<file path="src/ddr3_params.svh">
// DDR3 controller parameters
// widths, timing counts in ticks, mode register values and refresh credit limits
// for one x16 device in DLL-off mode, with timings shortened for simulation
`ifndef DDR3_PARAMS_SVH
`define DDR3_PARAMS_SVH

`define DDR3_ROW_BITS        15     // dram address pins
`define DDR3_BANK_BITS       3
`define DDR3_DQ_BITS         16     // x16 device
`define DDR3_COL_BITS        10     // column bits taken from the user address
`define DDR3_DIVIDE_RATIO    4      // clk cycles per CK period

`define DDR3_T_RESET_ACTIVE  20     // RESET# held low
`define DDR3_T_CKE_INACTIVE  50     // CKE held low after RESET# rises
`define DDR3_T_XPR           6      // CKE high to the first MRS
`define DDR3_T_MRD           4      // MRS to MRS
`define DDR3_T_MOD           12     // MRS to a non-MRS command
`define DDR3_T_ZQINIT        64     // ZQCL calibration time
`define DDR3_T_RCD           1
`define DDR3_T_RP            1
`define DDR3_T_RFC           6
`define DDR3_T_CWL           6      // only CWL of 6 works with the DLL off
`define DDR3_T_RL            6
`define DDR3_T_BURST         8
`define DDR3_T_WPRE          1
`define DDR3_T_WPST          1
`define DDR3_T_RPST          1
`define DDR3_T_REFI          200    // one refresh credit is lost per tREFI

`define DDR3_REFRESH_MAX     8      // the device can hold eight refreshes in advance
`define DDR3_REFRESH_URGENT  3      // at or below this credit refresh goes first

`define DDR3_MR0_VALUE       'h310  // BL8 fixed, sequential burst, write recovery and CL
`define DDR3_MR1_VALUE       3      // DLL disabled with the 34 ohm driver
`define DDR3_MR2_VALUE       0
`define DDR3_MR3_VALUE       0      // MPR disabled
`define DDR3_A10_BIT         10     // auto-precharge or precharge-all
`define DDR3_A12_BIT         12     // burst chop when low

`endif
</file>
<file path="src/ddr3_cmd_pkg.sv">
// DDR3 command and state encodings
// the command enum is the RAS#, CAS#, WE# pin pattern, CS# is decoded from NOP
package ddr3_cmd_pkg;

	typedef enum logic [2:0]
	{
		MRS = 3'b000,
		REF = 3'b001,
		PRE = 3'b010,
		ACT = 3'b011,
		WR  = 3'b100,
		RD  = 3'b101,
		ZQC = 3'b110,  // long or short calibration is picked by A10
		NOP = 3'b111
	} cmd_t;

	// power-up steps in the order they run
	typedef enum logic [3:0]
	{
		RESET_ACTIVE, CKE_LOW, WAIT_XPR, MRS2, MRS3, MRS1, MRS0, ZQ_CAL, DONE
	} init_state_t;

	typedef enum logic [3:0]
	{
		WAIT_INIT, IDLE, ACTIVATE, WRITE_CMD, WRITE_DATA, READ_CMD, READ_DATA,
		PRECHARGE, REFRESH
	} sched_state_t;

endpackage

</file>
<file path="src/ddr3_types_pkg.sv">
// DDR3 controller vector types
// widths for the addresses, data words and counters passed between the blocks
`include "ddr3_params.svh"

package ddr3_types_pkg;

	typedef logic [`DDR3_ROW_BITS-1:0] row_t;  // dram address pins
	typedef logic [`DDR3_BANK_BITS-1:0] bank_t;

	// user address with the bank in the top bits and the row below
	typedef logic [`DDR3_BANK_BITS+`DDR3_ROW_BITS-1:0] user_addr_t;

	typedef logic [`DDR3_DQ_BITS-1:0] dq_t;
	typedef logic [15:0] wait_t;  // counts ticks
	typedef logic [3:0] credit_t;  // holds zero up to the maximum refresh credit

endpackage

</file>
<file path="src/ddr3_controller.sv">
// DDR3 controller top level
// Wishbone classic slave on the user side, one x16 DLL-off device on the other,
// with DQ and DQS split into output, enable and input for the pad buffer
`timescale 1ns/1ps

module ddr3_controller
(
	input  logic clk,
	input  logic reset,
	input  logic i_wb_cyc,
	input  logic i_wb_stb,
	input  logic i_wb_we,
	input  ddr3_types_pkg::user_addr_t i_wb_adr,
	input  ddr3_types_pkg::dq_t i_wb_dat,
	output logic o_wb_ack,
	output ddr3_types_pkg::dq_t o_wb_dat,
	output logic o_ck,
	output logic o_ck_n,
	output logic o_cke,
	output logic o_cs_n,
	output logic o_ras_n,
	output logic o_cas_n,
	output logic o_we_n,
	output logic o_reset_n,
	output ddr3_types_pkg::bank_t o_bank,
	output ddr3_types_pkg::row_t o_addr,
	output ddr3_types_pkg::dq_t o_dq,
	output logic o_dq_oe,
	input  ddr3_types_pkg::dq_t i_dq,
	output logic o_dqs,  // one strobe pair serves both bytes
	output logic o_dqs_n,
	output logic o_dqs_oe,
	input  logic i_dqs,
	input  logic i_dqs_n,
	output logic o_dm
);

	logic tick;
	logic dqs90;
	logic init_done;
	ddr3_cmd_pkg::cmd_t init_cmd;
	ddr3_types_pkg::bank_t init_bank;
	ddr3_types_pkg::row_t init_addr;
	logic refresh_urgent;
	logic refresh_wanted;
	logic refresh_issued;
	logic write_strobe_en;
	logic write_data_en;
	logic read_window;

	ddr3_clock_gen u_clock_gen
	(
		.clk     (clk),
		.reset   (reset),
		.o_ck    (o_ck),
		.o_ck_n  (o_ck_n),
		.o_tick  (tick),
		.o_dqs90 (dqs90)
	);

	ddr3_init_sequencer u_init_sequencer
	(
		.clk         (clk),
		.reset       (reset),
		.i_tick      (tick),
		.o_reset_n   (o_reset_n),
		.o_cke       (o_cke),
		.o_cmd       (init_cmd),
		.o_bank      (init_bank),
		.o_addr      (init_addr),
		.o_init_done (init_done)
	);

	ddr3_refresh_credit u_refresh_credit
	(
		.clk              (clk),
		.reset            (reset),
		.i_tick           (tick),
		.i_refresh_issued (refresh_issued),
		.o_refresh_urgent (refresh_urgent),
		.o_refresh_wanted (refresh_wanted)
	);

	ddr3_command_scheduler u_command_scheduler
	(
		.clk               (clk),
		.reset             (reset),
		.i_tick            (tick),
		.i_wb_cyc          (i_wb_cyc),
		.i_wb_stb          (i_wb_stb),
		.i_wb_we           (i_wb_we),
		.i_wb_adr          (i_wb_adr),
		.i_init_done       (init_done),
		.i_init_cmd        (init_cmd),
		.i_init_bank       (init_bank),
		.i_init_addr       (init_addr),
		.i_refresh_urgent  (refresh_urgent),
		.i_refresh_wanted  (refresh_wanted),
		.o_cs_n            (o_cs_n),
		.o_ras_n           (o_ras_n),
		.o_cas_n           (o_cas_n),
		.o_we_n            (o_we_n),
		.o_bank            (o_bank),
		.o_addr            (o_addr),
		.o_wb_ack          (o_wb_ack),
		.o_refresh_issued  (refresh_issued),
		.o_write_strobe_en (write_strobe_en),
		.o_write_data_en   (write_data_en),
		.o_read_window     (read_window)
	);

	ddr3_data_path u_data_path
	(
		.clk               (clk),
		.reset             (reset),
		.i_dqs90           (dqs90),
		.i_write_strobe_en (write_strobe_en),
		.i_write_data_en   (write_data_en),
		.i_read_window     (read_window),
		.i_wb_dat          (i_wb_dat),
		.i_dq              (i_dq),
		.i_dqs             (i_dqs),
		.i_dqs_n           (i_dqs_n),
		.o_dq              (o_dq),
		.o_dq_oe           (o_dq_oe),
		.o_dqs             (o_dqs),
		.o_dqs_n           (o_dqs_n),
		.o_dqs_oe          (o_dqs_oe),
		.o_dm              (o_dm),
		.o_wb_dat          (o_wb_dat)
	);

endmodule

</file>
<file path="src/ddr3_data_path.sv">
// DDR3 data path
// drives the user word, the quarter-phase strobe and DM during a write burst
// and samples DQ a fixed two clk after each DQS edge of a read burst
`timescale 1ns/1ps

module ddr3_data_path
(
	input  logic clk,
	input  logic reset,
	input  logic i_dqs90,
	input  logic i_write_strobe_en,
	input  logic i_write_data_en,
	input  logic i_read_window,
	input  ddr3_types_pkg::dq_t i_wb_dat,
	input  ddr3_types_pkg::dq_t i_dq,
	input  logic i_dqs,
	input  logic i_dqs_n,
	output ddr3_types_pkg::dq_t o_dq,
	output logic o_dq_oe,
	output logic o_dqs,
	output logic o_dqs_n,
	output logic o_dqs_oe,
	output logic o_dm,
	output ddr3_types_pkg::dq_t o_wb_dat
);

	localparam logic [1:0] CAPTURE_DELAY = 2'd2;  // roughly the middle of a data eye

	logic dqs_q;
	logic dqs_edge;
	logic [1:0] capture_cnt;  // zero while no capture is pending

	// the same word goes out for the whole burst
	assign o_dq = i_wb_dat;
	assign o_dq_oe = i_write_data_en;
	assign o_dm = i_write_data_en;
	assign o_dqs = i_dqs90;  // centred on DQ by the quarter-phase shift
	assign o_dqs_n = ~i_dqs90;
	assign o_dqs_oe = i_write_strobe_en;

	// a change on DQS only counts while the pair is driven apart
	assign dqs_edge = i_read_window && (i_dqs != dqs_q) && (i_dqs != i_dqs_n);

	always_ff @(posedge clk)
	begin
		if (reset)
		begin
			dqs_q <= 1'b0;
			capture_cnt <= '0;
			o_wb_dat <= '0;
		end
		else
		begin
			dqs_q <= i_dqs;
			if (capture_cnt == CAPTURE_DELAY)
				o_wb_dat <= i_dq;
			// the next edge may come in the capture clk itself
			if (dqs_edge)
				capture_cnt <= 2'd1;
			else if (capture_cnt == CAPTURE_DELAY)
				capture_cnt <= '0;
			else if (capture_cnt != '0)
				capture_cnt <= capture_cnt + 1'b1;
		end
	end

endmodule

</file>
<file path="src/ddr3_command_scheduler.sv">
// DDR3 command scheduler
// passes the power-up commands through, then serves single Wishbone accesses as
// ACT plus WR or RD with auto-precharge, with PRE and REF slotted in by credit
`timescale 1ns/1ps
`include "ddr3_params.svh"

module ddr3_command_scheduler
(
	input  logic clk,
	input  logic reset,
	input  logic i_tick,
	input  logic i_wb_cyc,
	input  logic i_wb_stb,
	input  logic i_wb_we,
	input  ddr3_types_pkg::user_addr_t i_wb_adr,
	input  logic i_init_done,
	input  ddr3_cmd_pkg::cmd_t i_init_cmd,
	input  ddr3_types_pkg::bank_t i_init_bank,
	input  ddr3_types_pkg::row_t i_init_addr,
	input  logic i_refresh_urgent,
	input  logic i_refresh_wanted,
	output logic o_cs_n,
	output logic o_ras_n,
	output logic o_cas_n,
	output logic o_we_n,
	output ddr3_types_pkg::bank_t o_bank,
	output ddr3_types_pkg::row_t o_addr,
	output logic o_wb_ack,
	output logic o_refresh_issued,
	output logic o_write_strobe_en,
	output logic o_write_data_en,
	output logic o_read_window
);

	ddr3_cmd_pkg::sched_state_t state;
	ddr3_cmd_pkg::sched_state_t next_state;
	ddr3_types_pkg::wait_t wait_cnt;
	ddr3_types_pkg::wait_t state_len;
	ddr3_cmd_pkg::cmd_t cmd;
	ddr3_types_pkg::bank_t user_bank;
	ddr3_types_pkg::row_t user_row;
	ddr3_types_pkg::row_t user_col;
	logic request;
	logic state_end;  // last tick of the current state

	assign request = i_wb_cyc && i_wb_stb;  // address and data are read live until ack
	assign user_bank = i_wb_adr[`DDR3_BANK_BITS+`DDR3_ROW_BITS-1 -: `DDR3_BANK_BITS];
	assign user_row = i_wb_adr[`DDR3_ROW_BITS-1:0];

	// column word with auto-precharge on and a full burst of eight
	always_comb
	begin
		user_col = '0;
		user_col[`DDR3_COL_BITS-1:0] = i_wb_adr[`DDR3_COL_BITS-1:0];
		user_col[`DDR3_A10_BIT] = 1'b1;
		user_col[`DDR3_A12_BIT] = 1'b1;
	end

	always_comb
	begin
		next_state = state;
		state_len = ddr3_types_pkg::wait_t'(1);  // the waiting states decide every tick
		case (state)
			ddr3_cmd_pkg::WAIT_INIT:
				if (i_init_done)
					next_state = ddr3_cmd_pkg::IDLE;
			ddr3_cmd_pkg::IDLE:
				if (i_refresh_urgent)
					next_state = ddr3_cmd_pkg::PRECHARGE;
				else if (request)
					next_state = ddr3_cmd_pkg::ACTIVATE;
				else if (i_refresh_wanted)
					next_state = ddr3_cmd_pkg::PRECHARGE;  // only when the bus is quiet
			ddr3_cmd_pkg::ACTIVATE:
			begin
				state_len = ddr3_types_pkg::wait_t'(`DDR3_T_RCD);
				next_state = i_wb_we ? ddr3_cmd_pkg::WRITE_CMD : ddr3_cmd_pkg::READ_CMD;
			end
			ddr3_cmd_pkg::WRITE_CMD:
			begin
				state_len = ddr3_types_pkg::wait_t'(`DDR3_T_CWL);
				next_state = ddr3_cmd_pkg::WRITE_DATA;
			end
			ddr3_cmd_pkg::WRITE_DATA:
			begin
				state_len = ddr3_types_pkg::wait_t'(`DDR3_T_BURST + `DDR3_T_WPST);
				next_state = ddr3_cmd_pkg::IDLE;
			end
			ddr3_cmd_pkg::READ_CMD:
			begin
				state_len = ddr3_types_pkg::wait_t'(`DDR3_T_RL);
				next_state = ddr3_cmd_pkg::READ_DATA;
			end
			ddr3_cmd_pkg::READ_DATA:
			begin
				state_len = ddr3_types_pkg::wait_t'(`DDR3_T_BURST + `DDR3_T_RPST);
				next_state = ddr3_cmd_pkg::IDLE;
			end
			ddr3_cmd_pkg::PRECHARGE:
			begin
				state_len = ddr3_types_pkg::wait_t'(`DDR3_T_RP);
				next_state = ddr3_cmd_pkg::REFRESH;
			end
			ddr3_cmd_pkg::REFRESH:
			begin
				state_len = ddr3_types_pkg::wait_t'(`DDR3_T_RFC);
				next_state = ddr3_cmd_pkg::IDLE;
			end
			default: next_state = ddr3_cmd_pkg::WAIT_INIT;
		endcase
	end

	assign state_end = i_tick && (wait_cnt == state_len - 1'b1);

	always_ff @(posedge clk)
	begin
		if (reset)
		begin
			state <= ddr3_cmd_pkg::WAIT_INIT;
			wait_cnt <= '0;
			o_wb_ack <= 1'b0;
			o_refresh_issued <= 1'b0;
		end
		else
		begin
			// both pulses land in the clk after the closing tick
			o_wb_ack <= state_end && (state == ddr3_cmd_pkg::WRITE_DATA ||
				state == ddr3_cmd_pkg::READ_DATA);
			o_refresh_issued <= state_end && (state == ddr3_cmd_pkg::PRECHARGE);
			if (state_end)
			begin
				state <= next_state;
				wait_cnt <= '0;
			end
			else if (i_tick)
				wait_cnt <= wait_cnt + 1'b1;
		end
	end

	// every command stays on the pins for its whole state
	always_comb
	begin
		cmd = ddr3_cmd_pkg::NOP;
		o_bank = '0;
		o_addr = '0;  // PRE leaves A10 low and closes one bank only
		case (state)
			ddr3_cmd_pkg::WAIT_INIT:
			begin
				cmd = i_init_cmd;
				o_bank = i_init_bank;
				o_addr = i_init_addr;
			end
			ddr3_cmd_pkg::ACTIVATE:
			begin
				cmd = ddr3_cmd_pkg::ACT;
				o_bank = user_bank;
				o_addr = user_row;
			end
			ddr3_cmd_pkg::WRITE_CMD:
			begin
				cmd = ddr3_cmd_pkg::WR;
				o_bank = user_bank;
				o_addr = user_col;
			end
			ddr3_cmd_pkg::READ_CMD:
			begin
				cmd = ddr3_cmd_pkg::RD;
				o_bank = user_bank;
				o_addr = user_col;
			end
			ddr3_cmd_pkg::PRECHARGE: cmd = ddr3_cmd_pkg::PRE;
			ddr3_cmd_pkg::REFRESH: cmd = ddr3_cmd_pkg::REF;
			default: cmd = ddr3_cmd_pkg::NOP;
		endcase
	end

	assign {o_ras_n, o_cas_n, o_we_n} = cmd;
	assign o_cs_n = (cmd == ddr3_cmd_pkg::NOP);  // NOP goes out as a deselect

	// the strobe starts with the write preamble in the last WR ticks
	assign o_write_strobe_en = ((state == ddr3_cmd_pkg::WRITE_CMD) &&
		(wait_cnt >= ddr3_types_pkg::wait_t'(`DDR3_T_CWL - `DDR3_T_WPRE))) ||
		(state == ddr3_cmd_pkg::WRITE_DATA);
	assign o_write_data_en = (state == ddr3_cmd_pkg::WRITE_DATA);
	assign o_read_window = (state == ddr3_cmd_pkg::READ_DATA);

endmodule

</file>
<file path="src/ddr3_refresh_credit.sv">
// DDR3 refresh credit tracker
// counts refreshes issued ahead of time, loses one per tREFI and asks for
// refresh urgently when low or lazily when not yet full
`timescale 1ns/1ps
`include "ddr3_params.svh"

module ddr3_refresh_credit
(
	input  logic clk,
	input  logic reset,
	input  logic i_tick,
	input  logic i_refresh_issued,
	output logic o_refresh_urgent,
	output logic o_refresh_wanted
);

	ddr3_types_pkg::credit_t credit;  // starts empty so init is followed by a refresh burst
	ddr3_types_pkg::wait_t refi_cnt;
	logic refi_expired;

	assign refi_expired = i_tick && (refi_cnt == ddr3_types_pkg::wait_t'(`DDR3_T_REFI - 1));

	always_ff @(posedge clk)
	begin
		if (reset)
		begin
			refi_cnt <= '0;
			credit <= '0;
		end
		else
		begin
			if (i_tick)
				refi_cnt <= refi_expired ? '0 : refi_cnt + 1'b1;
			// a refresh landing on the expiry tick cancels it out
			if (i_refresh_issued && !refi_expired && credit != `DDR3_REFRESH_MAX)
				credit <= credit + 1'b1;
			else if (refi_expired && !i_refresh_issued && credit != '0)
				credit <= credit - 1'b1;  // saturates at zero
		end
	end

	assign o_refresh_urgent = (credit <= ddr3_types_pkg::credit_t'(`DDR3_REFRESH_URGENT));
	assign o_refresh_wanted = (credit < ddr3_types_pkg::credit_t'(`DDR3_REFRESH_MAX));

endmodule

</file>
<file path="src/ddr3_init_sequencer.sv">
// DDR3 power-up sequencer
// holds RESET# and then CKE low, waits tXPR, loads MR2, MR3, MR1 and MR0 in that
// order and finishes with a long ZQ calibration before handing over the bus
`timescale 1ns/1ps
`include "ddr3_params.svh"

module ddr3_init_sequencer
(
	input  logic clk,
	input  logic reset,
	input  logic i_tick,
	output logic o_reset_n,
	output logic o_cke,
	output ddr3_cmd_pkg::cmd_t o_cmd,
	output ddr3_types_pkg::bank_t o_bank,
	output ddr3_types_pkg::row_t o_addr,
	output logic o_init_done
);

	ddr3_cmd_pkg::init_state_t state;
	ddr3_cmd_pkg::init_state_t next_state;
	ddr3_types_pkg::wait_t wait_cnt;  // ticks spent in the current state
	ddr3_types_pkg::wait_t state_len;

	// length, successor and pin values of each step
	always_comb
	begin
		next_state = state;
		state_len = '1;
		o_cmd = ddr3_cmd_pkg::NOP;
		o_bank = '0;
		o_addr = '0;
		case (state)
			ddr3_cmd_pkg::RESET_ACTIVE:
			begin
				state_len = ddr3_types_pkg::wait_t'(`DDR3_T_RESET_ACTIVE);
				next_state = ddr3_cmd_pkg::CKE_LOW;
			end
			ddr3_cmd_pkg::CKE_LOW:
			begin
				state_len = ddr3_types_pkg::wait_t'(`DDR3_T_CKE_INACTIVE);
				next_state = ddr3_cmd_pkg::WAIT_XPR;
			end
			ddr3_cmd_pkg::WAIT_XPR:
			begin
				state_len = ddr3_types_pkg::wait_t'(`DDR3_T_XPR);
				next_state = ddr3_cmd_pkg::MRS2;
			end
			ddr3_cmd_pkg::MRS2:
			begin
				state_len = ddr3_types_pkg::wait_t'(`DDR3_T_MRD);
				next_state = ddr3_cmd_pkg::MRS3;
				o_cmd = ddr3_cmd_pkg::MRS;
				o_bank = ddr3_types_pkg::bank_t'(2);  // the bank pins select the register
				o_addr = ddr3_types_pkg::row_t'(`DDR3_MR2_VALUE);
			end
			ddr3_cmd_pkg::MRS3:
			begin
				state_len = ddr3_types_pkg::wait_t'(`DDR3_T_MRD);
				next_state = ddr3_cmd_pkg::MRS1;
				o_cmd = ddr3_cmd_pkg::MRS;
				o_bank = ddr3_types_pkg::bank_t'(3);
				o_addr = ddr3_types_pkg::row_t'(`DDR3_MR3_VALUE);
			end
			ddr3_cmd_pkg::MRS1:
			begin
				state_len = ddr3_types_pkg::wait_t'(`DDR3_T_MRD);
				next_state = ddr3_cmd_pkg::MRS0;
				o_cmd = ddr3_cmd_pkg::MRS;
				o_bank = ddr3_types_pkg::bank_t'(1);
				o_addr = ddr3_types_pkg::row_t'(`DDR3_MR1_VALUE);
			end
			ddr3_cmd_pkg::MRS0:
			begin
				// the last MRS is followed by a non-MRS command so it waits tMOD
				state_len = ddr3_types_pkg::wait_t'(`DDR3_T_MOD);
				next_state = ddr3_cmd_pkg::ZQ_CAL;
				o_cmd = ddr3_cmd_pkg::MRS;
				o_addr = ddr3_types_pkg::row_t'(`DDR3_MR0_VALUE);
			end
			ddr3_cmd_pkg::ZQ_CAL:
			begin
				state_len = ddr3_types_pkg::wait_t'(`DDR3_T_ZQINIT);
				next_state = ddr3_cmd_pkg::DONE;
				o_cmd = ddr3_cmd_pkg::ZQC;
				o_addr[`DDR3_A10_BIT] = 1'b1;  // A10 high asks for ZQCL
			end
			ddr3_cmd_pkg::DONE: next_state = ddr3_cmd_pkg::DONE;
			default: next_state = ddr3_cmd_pkg::RESET_ACTIVE;
		endcase
	end

	always_ff @(posedge clk)
	begin
		if (reset)
		begin
			state <= ddr3_cmd_pkg::RESET_ACTIVE;
			wait_cnt <= '0;
		end
		else if (i_tick && state != ddr3_cmd_pkg::DONE)
		begin
			if (wait_cnt == state_len - 1'b1)
			begin
				state <= next_state;
				wait_cnt <= '0;
			end
			else
				wait_cnt <= wait_cnt + 1'b1;
		end
	end

	assign o_reset_n = (state != ddr3_cmd_pkg::RESET_ACTIVE);
	assign o_cke = (state != ddr3_cmd_pkg::RESET_ACTIVE) && (state != ddr3_cmd_pkg::CKE_LOW);
	assign o_init_done = (state == ddr3_cmd_pkg::DONE);

endmodule

</file>
<file path="src/ddr3_clock_gen.sv">
// DDR3 clock generator
// divides clk into CK and CK#, makes the quarter-phase copy of CK that becomes
// the write strobe, and marks each rising edge of that copy with a one clk tick
`timescale 1ns/1ps
`include "ddr3_params.svh"

module ddr3_clock_gen
(
	input  logic clk,
	input  logic reset,
	output logic o_ck,
	output logic o_ck_n,
	output logic o_tick,
	output logic o_dqs90
);

	localparam int HALF_PERIOD = `DDR3_DIVIDE_RATIO / 2;  // clk cycles per CK level

	logic [$clog2(HALF_PERIOD+1)-1:0] half_cnt;
	logic ck;
	logic ck90;
	logic tick;

	always_ff @(posedge clk)
	begin
		if (reset)
		begin
			half_cnt <= '0;
			ck <= 1'b0;
			ck90 <= 1'b0;
			tick <= 1'b0;
		end
		else
		begin
			if (half_cnt == HALF_PERIOD - 1)
			begin
				half_cnt <= '0;
				ck <= ~ck;  // toggles once per half period
			end
			else
				half_cnt <= half_cnt + 1'b1;
			ck90 <= ck;  // one clk late is a quarter of the CK period
			tick <= ck & ~ck90;  // lands on the first clk of ck90 high
		end
	end

	assign o_ck = ck;
	assign o_ck_n = ~ck;
	assign o_tick = tick;
	assign o_dqs90 = ck90;

endmodule

</file>
<file path="config.mk">
export PLATFORM = sky130hd
export DESIGN_NAME = ddr3_controller
export DESIGN_NICKNAME = d
export VERILOG_FILES = /design/src/ddr3_cmd_pkg.sv /design/src/ddr3_types_pkg.sv /design/src/ddr3_controller.sv /design/src/ddr3_data_path.sv /design/src/ddr3_command_scheduler.sv /design/src/ddr3_refresh_credit.sv /design/src/ddr3_init_sequencer.sv /design/src/ddr3_clock_gen.sv
export VERILOG_INCLUDE_DIRS = /design/src /design/src/src
export SDC_FILE = /design/constraint.sdc
export NUM_CORES = 1
export LEC_CHECK = 0
export BUFFER_PORTS_ARGS = -buffer_cell sky130_fd_sc_hd__buf_2
export CORE_ASPECT_RATIO = 1.4
export CORE_UTILIZATION = 45
export CTS_CLUSTER_SIZE = 20
export DETAILED_ROUTE_END_ITERATION = 10
export PLACE_DENSITY = 0.8
export SLEW_MARGIN = 20
export SYNTH_ARGS = -nofsm -noshare
export SYNTH_HDL_FRONTEND = slang
export SYNTH_SLANG_ARGS = --single-unit
</file>
<file path="constraint.sdc">
create_clock -name clk -period 3.62 [get_ports clk]
set_clock_uncertainty 0.2 [all_clocks]
set_input_delay 0.362 -clock clk [delete_from_list [all_inputs] [get_ports clk]]
set_output_delay 0.362 -clock clk [all_outputs]
set_load 0.005 [all_outputs]
</file>
==> results_dict.tcl, run 1 <==
set metrics [dict create \
    status "finished clean" \
    path_buf_inv 2 \
    drc 0 \
    clk_pin_slew_ps 60 \
    cp_max_fo 15 \
    swShare_pct 24.47 \
    clk_latency_ps 330 \
    cts_tree "yes" \
    grt_pass1_wl_mm 18.07 \
    holdWs_ps 68.36 \
    grt_pass1_vias 4136 \
    hpwl_mm 8.006 \
    start_util_pct 46.82 \
    fmax_mhz 307.3 \
    slew_headroom_pct 37.03 \
    cp-start-kind "register" \
    netlist_instances 594 \
    path_class "register to register" \
    slowest_delay_ps 370 \
    synth_cell_types 68 \
    numCtsBuffers 9 \
    hold_buffers 0 \
    row_count 44 \
    power.leakage_uw 0.002321 \
    grt_max_degree 57 \
    worst_pin_slew_ps 944.6 \
    post_drt_wl_per_cell_um 13.61 \
    ys_ff_latch 86 \
    antenna_found_initial 0 \
    power.internal_uw 1608 \
    required_ps 3600 \
    period_needed_ps 3254 \
    cts_sinks 86 \
    postCtsSetupBuffers 0 \
    final_cells 792 \
    worst_path_max_delay_cell "dfxtp_1" \
    grt-ovfl-total 0 \
    track_usage_pct 19.13 \
    port_buffers 88 \
    area_growth_pct 13.36 \
    async_reset_ff_share_pct 0 \
    netlist_area_sq_mm 0.004897 \
    n_antenna_cell 0 \
    worstSetupEndpointType "register" \
    dp_cells 776 \
    cap_viol_max_count 0 \
    avgSynthCellArea_sq_um 8.244 \
    slew_viol_final 0 \
    period_share_pct 89.89 \
    synth-edff-count 0 \
    hold_viol 0 \
    powerDensity_mw_per_mm2 383.4 \
    cts_root_buf "clkbuf_16" \
    setup_tns_ps 0 \
    yosysSeqAreaShare_pct 35.16 \
    core_region_area_sq_mm 0.01046 \
    p_switching_uw 520.9 \
    first_pass_iters 4 \
    setup_viol 0 \
    min_path_type "input port to register" \
    drt_iter0_markers 185 \
    wirelength_mm 10.78 \
    place.gp.congestion 0.8759 \
    vias 4319 \
    ys_warn_count 0 \
    grt_setup_unrepaired "false" \
    detail-route-antenna-nets 0 \
    vias_per_cell 5.453 \
    critPathArrivalTime_ps 3240 \
    ys.flop_type "dfxtp_1" \
    htreeDepth 3 \
    io_pins 121 \
    cpLargestDelayFamily "compound AO/OA/AOI/OAI gates" \
    p_clk_share_pct 42.8 \
    die_h_um 125.4 \
    crit_path_cell_trace "buf_4, nand2b_1, a21oi_1, nor2_1, ha_1, nand3_1, ha_1, xor2_1, nor4_1, o211ai_1, a2111oi_4, buf_4, a2bb2oi_1, nor2_1" \
    combPwrFrac_pct 10.3 \
    seqPwrFrac_pct 46.9 \
    drive_gt1_share_pct 19.42 \
    fin_nets 721 \
    clockBufferDepth 2 \
    peakVddDrop_mv 0.3690 \
    syn_nets 666 \
    dieArea_sq_mm 0.01131 \
    die_w_um 90.17 \
]
==> worst reg2reg max path: stages (launching register included) <==
cell       delay (ps)
dfxtp_1           370
buf_4             210
nand2b_1          100
a21oi_1           170
nor2_1             60
ha_1              250
nand3_1           110
ha_1              240
xor2_1            140
nor4_1            260
o211ai_1          200
a2111oi_4         340
buf_4             220
a2bb2oi_1         170
nor2_1             50
==> registers in the layout, summed over array words and instances, names as in the netlist, 4 cells and up <==
register	cells
u_refresh_credit.credit	4
u_init_sequencer.wait_cnt	16
u_init_sequencer.state	4
u_refresh_credit.refi_cnt	16
u_data_path.o_wb_dat	16
u_command_scheduler.wait_cnt	16
u_command_scheduler.state	4
==> synthesized netlist by cell type, drive strengths merged (5+ instances only) <==
cell type | instances | area, sq um
or3 | 10 | 63.81
nor2b | 8 | 50.05
nor3 | 14 | 70.07
o21ai | 16 | 80.08
and3 | 16 | 100.1
a21o | 7 | 52.55
a21oi | 14 | 70.07
mux2i | 25 | 250.2
clkbuf | 16 | 61.30
nand3 | 18 | 90.09
nand2 | 59 | 224.0
a211o | 5 | 45.04
xor2 | 33 | 289.0
dfxtp | 86 | 1722
inv | 13 | 48.80
xnor2 | 17 | 148.9
and2 | 8 | 51.30
nand2b | 7 | 43.79
nand4 | 15 | 93.84
ha | 14 | 175.2
nor2 | 96 | 360.4
nor4 | 7 | 43.79
nand3b | 5 | 37.54
buf | 34 | 241.5
==> power by group through the flow <==
stage | registers [uW] | clock network [uW] | logic, uW
finish | 998 | 912 | 219
global route | 1000 | 972 | 245
CTS | 997 | 932 | 219
detailed placement | 1020 | 0 | 219
global placement | 1020 | 0 | 206
floorplan | 1010 | 0 | 173
==> final timing paths <==
kind,slack [ps],endpoint,cells after the start,start
max reg2reg,370,u_init_sequencer.wait_cnt[1],14,u_init_sequencer.state[1]
min reg2reg,240,u_clock_gen.half_cnt[0],1,u_clock_gen.half_cnt[0]
min,70,u_data_path.o_wb_dat[10],3,i_dq[10]
max,370,u_init_sequencer.wait_cnt[1],14,u_init_sequencer.state[1]
==> metrics by stage <==
stage	area [sq um]	total power [uW]	setup slack, ps	util (%)
after floorplan	4897	1185	452.3	-
after global placement	5253	1222	552.4	50.22
after detailed placement	5253	1236	371.7	50.22
after CTS	5550	2148	345.2	53.06
after global routing	5552	2217	53.40	53.07
final	5552	2129	365.9	53.07
==> cells by family after synthesis <==
logic type / synth area share (%)
buffers and inverters: 7.179
AO/OA/AOI/OAI: 10.42
AND/OR/NAND/NOR: 28.44
adder cells (fa/ha/maj): 3.986
XOR/XNOR: 8.942
multiplexers: 5.876
flip-flops: 35.16
==> placed cells by master (no fill, tap or decap), types with 3 or more instances in the layout <==
cell,Yosys,layout
a211o_1,4,4
dfxtp_1,86,86
nand2_1,58,58
nand4_1,15,15
nand2b_1,7,7
a21oi_1,14,14
or3_1,9,9
nor2b_1,8,8
a21o_1,7,6
a31oi_1,3,3
nor4_1,7,7
xnor2_1,17,17
and2_1,7,7
ha_1,14,14
inv_1,13,13
o21bai_1,3,3
nand3_1,18,18
nor3_1,14,14
o21ai_0,16,16
buf_2,7,88
and3_1,16,16
xor2_1,33,33
buf_4,22,6
mux2i_1,25,25
or4_1,3,3
clkbuf_16,0,9
nor2_1,96,96
nand3b_1,5,5
==> area by class of cell <==
type / count / area (sq um)
fill: 976 / 4908
multi-input combinational: 445 / 2825
sequential: 86 / 1722
timing repair buffer: 94 / 485.5
clock buffer: 9 / 225.2
tap: 138 / 172.7
clock inverter: 7 / 72.57
inverter: 13 / 48.80
==> timing repair <==
action / 4_1_cts / 5_1_grt
gates resized for setup: 0 / 1
endpoints found under the hold margin: 0 / 0
endpoints found under the setup margin: 0 / 10
==> routing by layer <==
| layer | vias up | track usage [%] | wire, um |
|---|---|---|---|
| met5 | - | 0 | 0 |
| met4 | 0 | 9.203 | 290 |
| met3 | 28 | 3.771 | 382 |
| met2 | 96 | 34.35 | 5459 |
| met1 | 2049 | 21.47 | 4646 |
| li1 | 2146 | - | - |
No activity file was read; power rests on OpenSTA's default activity.
==> run 2, diff against run 1 <==
--- a/config.mk
+++ b/config.mk
@@ -11,5 +11,6 @@
 export CORE_UTILIZATION = 45
+export CTS_BUF_LIST = sky130_fd_sc_hd__clkbuf_8 sky130_fd_sc_hd__clkbuf_16
 export CTS_CLUSTER_SIZE = 20
 export DETAILED_ROUTE_END_ITERATION = 10
-export PLACE_DENSITY = 0.8
+export PLACE_DENSITY = 0.7
 export SLEW_MARGIN = 20
==> constraint.sdc (replaced) <==
create_clock -name clk -period 3.62 [get_ports clk]
set_clock_uncertainty 0.2 [all_clocks]
set_input_delay 0.724 -clock clk [delete_from_list [all_inputs] [get_ports clk]]
set_output_delay 0.724 -clock clk [all_outputs]
set_load 0.005 [all_outputs]
==> run 2 against run 1 <==
  * Sequential share of layout area is 0.45 points lower
  * Power is 7.9% higher
  * Die area stayed put
  * Critical path depth is 1 lower
  * Register-to-register slack better by 40 ps
  * Global-route usage is 0.58 points higher
  * Final area is 1.5% higher
  * Clock-buffer cell count stayed put
  * Via count is 1.8% lower
  * First-iteration DRC count is 5.9% higher
  * Largest cell class unchanged
==> results_dict.tcl, run 2 (synthesized netlist as in run 1, its figures left out) <==
set metrics [dict create \
    final_area_sq_mm 0.005634 \
    detail-route-antenna-nets 0 \
    drc 0 \
    grt_max_degree 31 \
    grt_pass1_vias 4136 \
    fin_nets 725 \
    cp_max_fo 7 \
    cp-start-kind "register" \
    period_needed_ps 3210 \
    die_w_um 90.17 \
    final.fill_count 1001 \
    drive_gt1_share_pct 19.91 \
    layout_commonest_cell "nor2_1" \
    grt_setup_unrepaired "false" \
    htreeDepth 3 \
    row_count 44 \
    vias_per_cell 5.327 \
    die_h_um 125.4 \
    track_usage_pct 19.72 \
    hold_viol 0 \
    clk_latency_ps 340 \
    cts_sinks 86 \
    dp_cells 780 \
    core_region_area_sq_mm 0.01046 \
    powerDensity_mw_per_mm2 407.6 \
    first_pass_iters 4 \
    required_ps 3650 \
    n_antenna_cell 0 \
    slew_headroom_pct 36.93 \
    cap_viol_max_count 0 \
    cp-startpoint "u_init_sequencer.state[1]" \
    start_util_pct 46.82 \
    final_cells 796 \
    io_pins 121 \
    worstSetupEndpointType "register" \
    worst_pin_slew_ps 946.1 \
    clockBufferDepth 2 \
    post_drt_wl_per_cell_um 13.56 \
    setup_tns_ps 0 \
    fmax_mhz 311.5 \
    area_growth_pct 15.05 \
    busiest_layer "met2" \
    peakVddDrop_mv 0.3799 \
    min_path_type "register to register" \
    min-delay-start "u_clock_gen.half_cnt[0]" \
    grt-ovfl-total 0 \
    power.leakage_uw 0.002370 \
    slew_viol_final 0 \
    numCtsBuffers 9 \
    met3_usage_pct 3.345 \
    final_cell_mix "nor2_1 (96), buf_2 (88), dfxtp_1 (86)" \
    clk_pin_slew_ps 70 \
    fin_total_pwr_uw 2296 \
    vias 4240 \
    dieArea_sq_mm 0.01131 \
    fin_ws_ps 409.5 \
    port_buffers 88 \
    pre_cts_slack_ps 361.7 \
    post_dp_cell_area_sq_mm 0.005283 \
    setup_viol 0 \
    wirelength_mm 10.80 \
    cts_root_buf "clkbuf_16" \
    cts_tree "yes" \
    drt_iter0_markers 196 \
    antenna_found_initial 0 \
    grt_pass1_wl_mm 18.67 \
    grt_util_met1_pct 22.81 \
    hpwl_mm 7.786 \
    period_share_pct 88.69 \
    grt_util_met2_pct 35.20 \
    place.gp.congestion 0.8578 \
    reg2reg_setup_slack_ps 410 \
    reg2reg_from "u_init_sequencer.state[1]" \
    status "finished clean" \
    critPathArrivalTime_ps 3240 \
    path_class "register to register" \
]
-- run 2: where the power goes --
part | leakage, uW | switching, uW | internal [uW]
Clock | 0.000171 | 396 | 683
Sequential | 0.000694 | 26.3 | 973
Combinational | 0.00150 | 117 | 101
Total | 0.00237 | 540 | 1760
-- run 2: cell type report --
cell class | count | area [sq um] | share of cell area, %
clock buffer | 9 | 225.2 | 3.997
clock inverter | 7 | 125.1 | 2.221
inverter | 13 | 48.80 | 0.8661
multi-input combinational | 445 | 2825 | 50.14
sequential | 86 | 1722 | 30.56
tap | 138 | 172.7 | 3.065
timing repair buffer | 98 | 515.5 | 9.149
-- run 2: path summary, 6_finish.rpt --
check	end	cells after the start
max	u_init_sequencer.state[0]	13
min	u_clock_gen.half_cnt[0]	1
max reg2reg	u_init_sequencer.state[0]	13
min reg2reg	u_clock_gen.half_cnt[0]	1
-- run 2: routing by layer --
layer	part of all wire, %	up-vias
met3	3.5	19
met2	52	97
met1	43	1988
met4	2.0	0
li1	-	2136
met5	0	-
-- run 2: worst max-delay path, cell delays in order, from the launching register on --
cell	delay, ps
dfxtp_1	440
inv_1	120
nand2_1	150
a21oi_1	80
nor2_1	100
ha_1	260
nand3_1	110
ha_1	320
xor2_1	140
nor4_1	220
o211ai_1	170
a2111oi_4	320
nand2_2	140
mux2_4	310
-- run 2: what timing repair did --
action                                  4_1_cts  5_1_grt
setup buffers                                 0        0
endpoints found under the setup margin        0        6
hold buffers                                  0        0
resized for setup                             0        1
-- run 2: through the flow --
step | hold slack, ps | utilization (%)
5_1_grt | 253.7 | 53.86
2_1_floorplan | 204.3 | -
4_1_cts | 242.2 | 53.85
3_3_place_gp | 213.7 | 50.50
3_5_place_dp | 224.2 | 50.50
6_report | 246.9 | 53.86
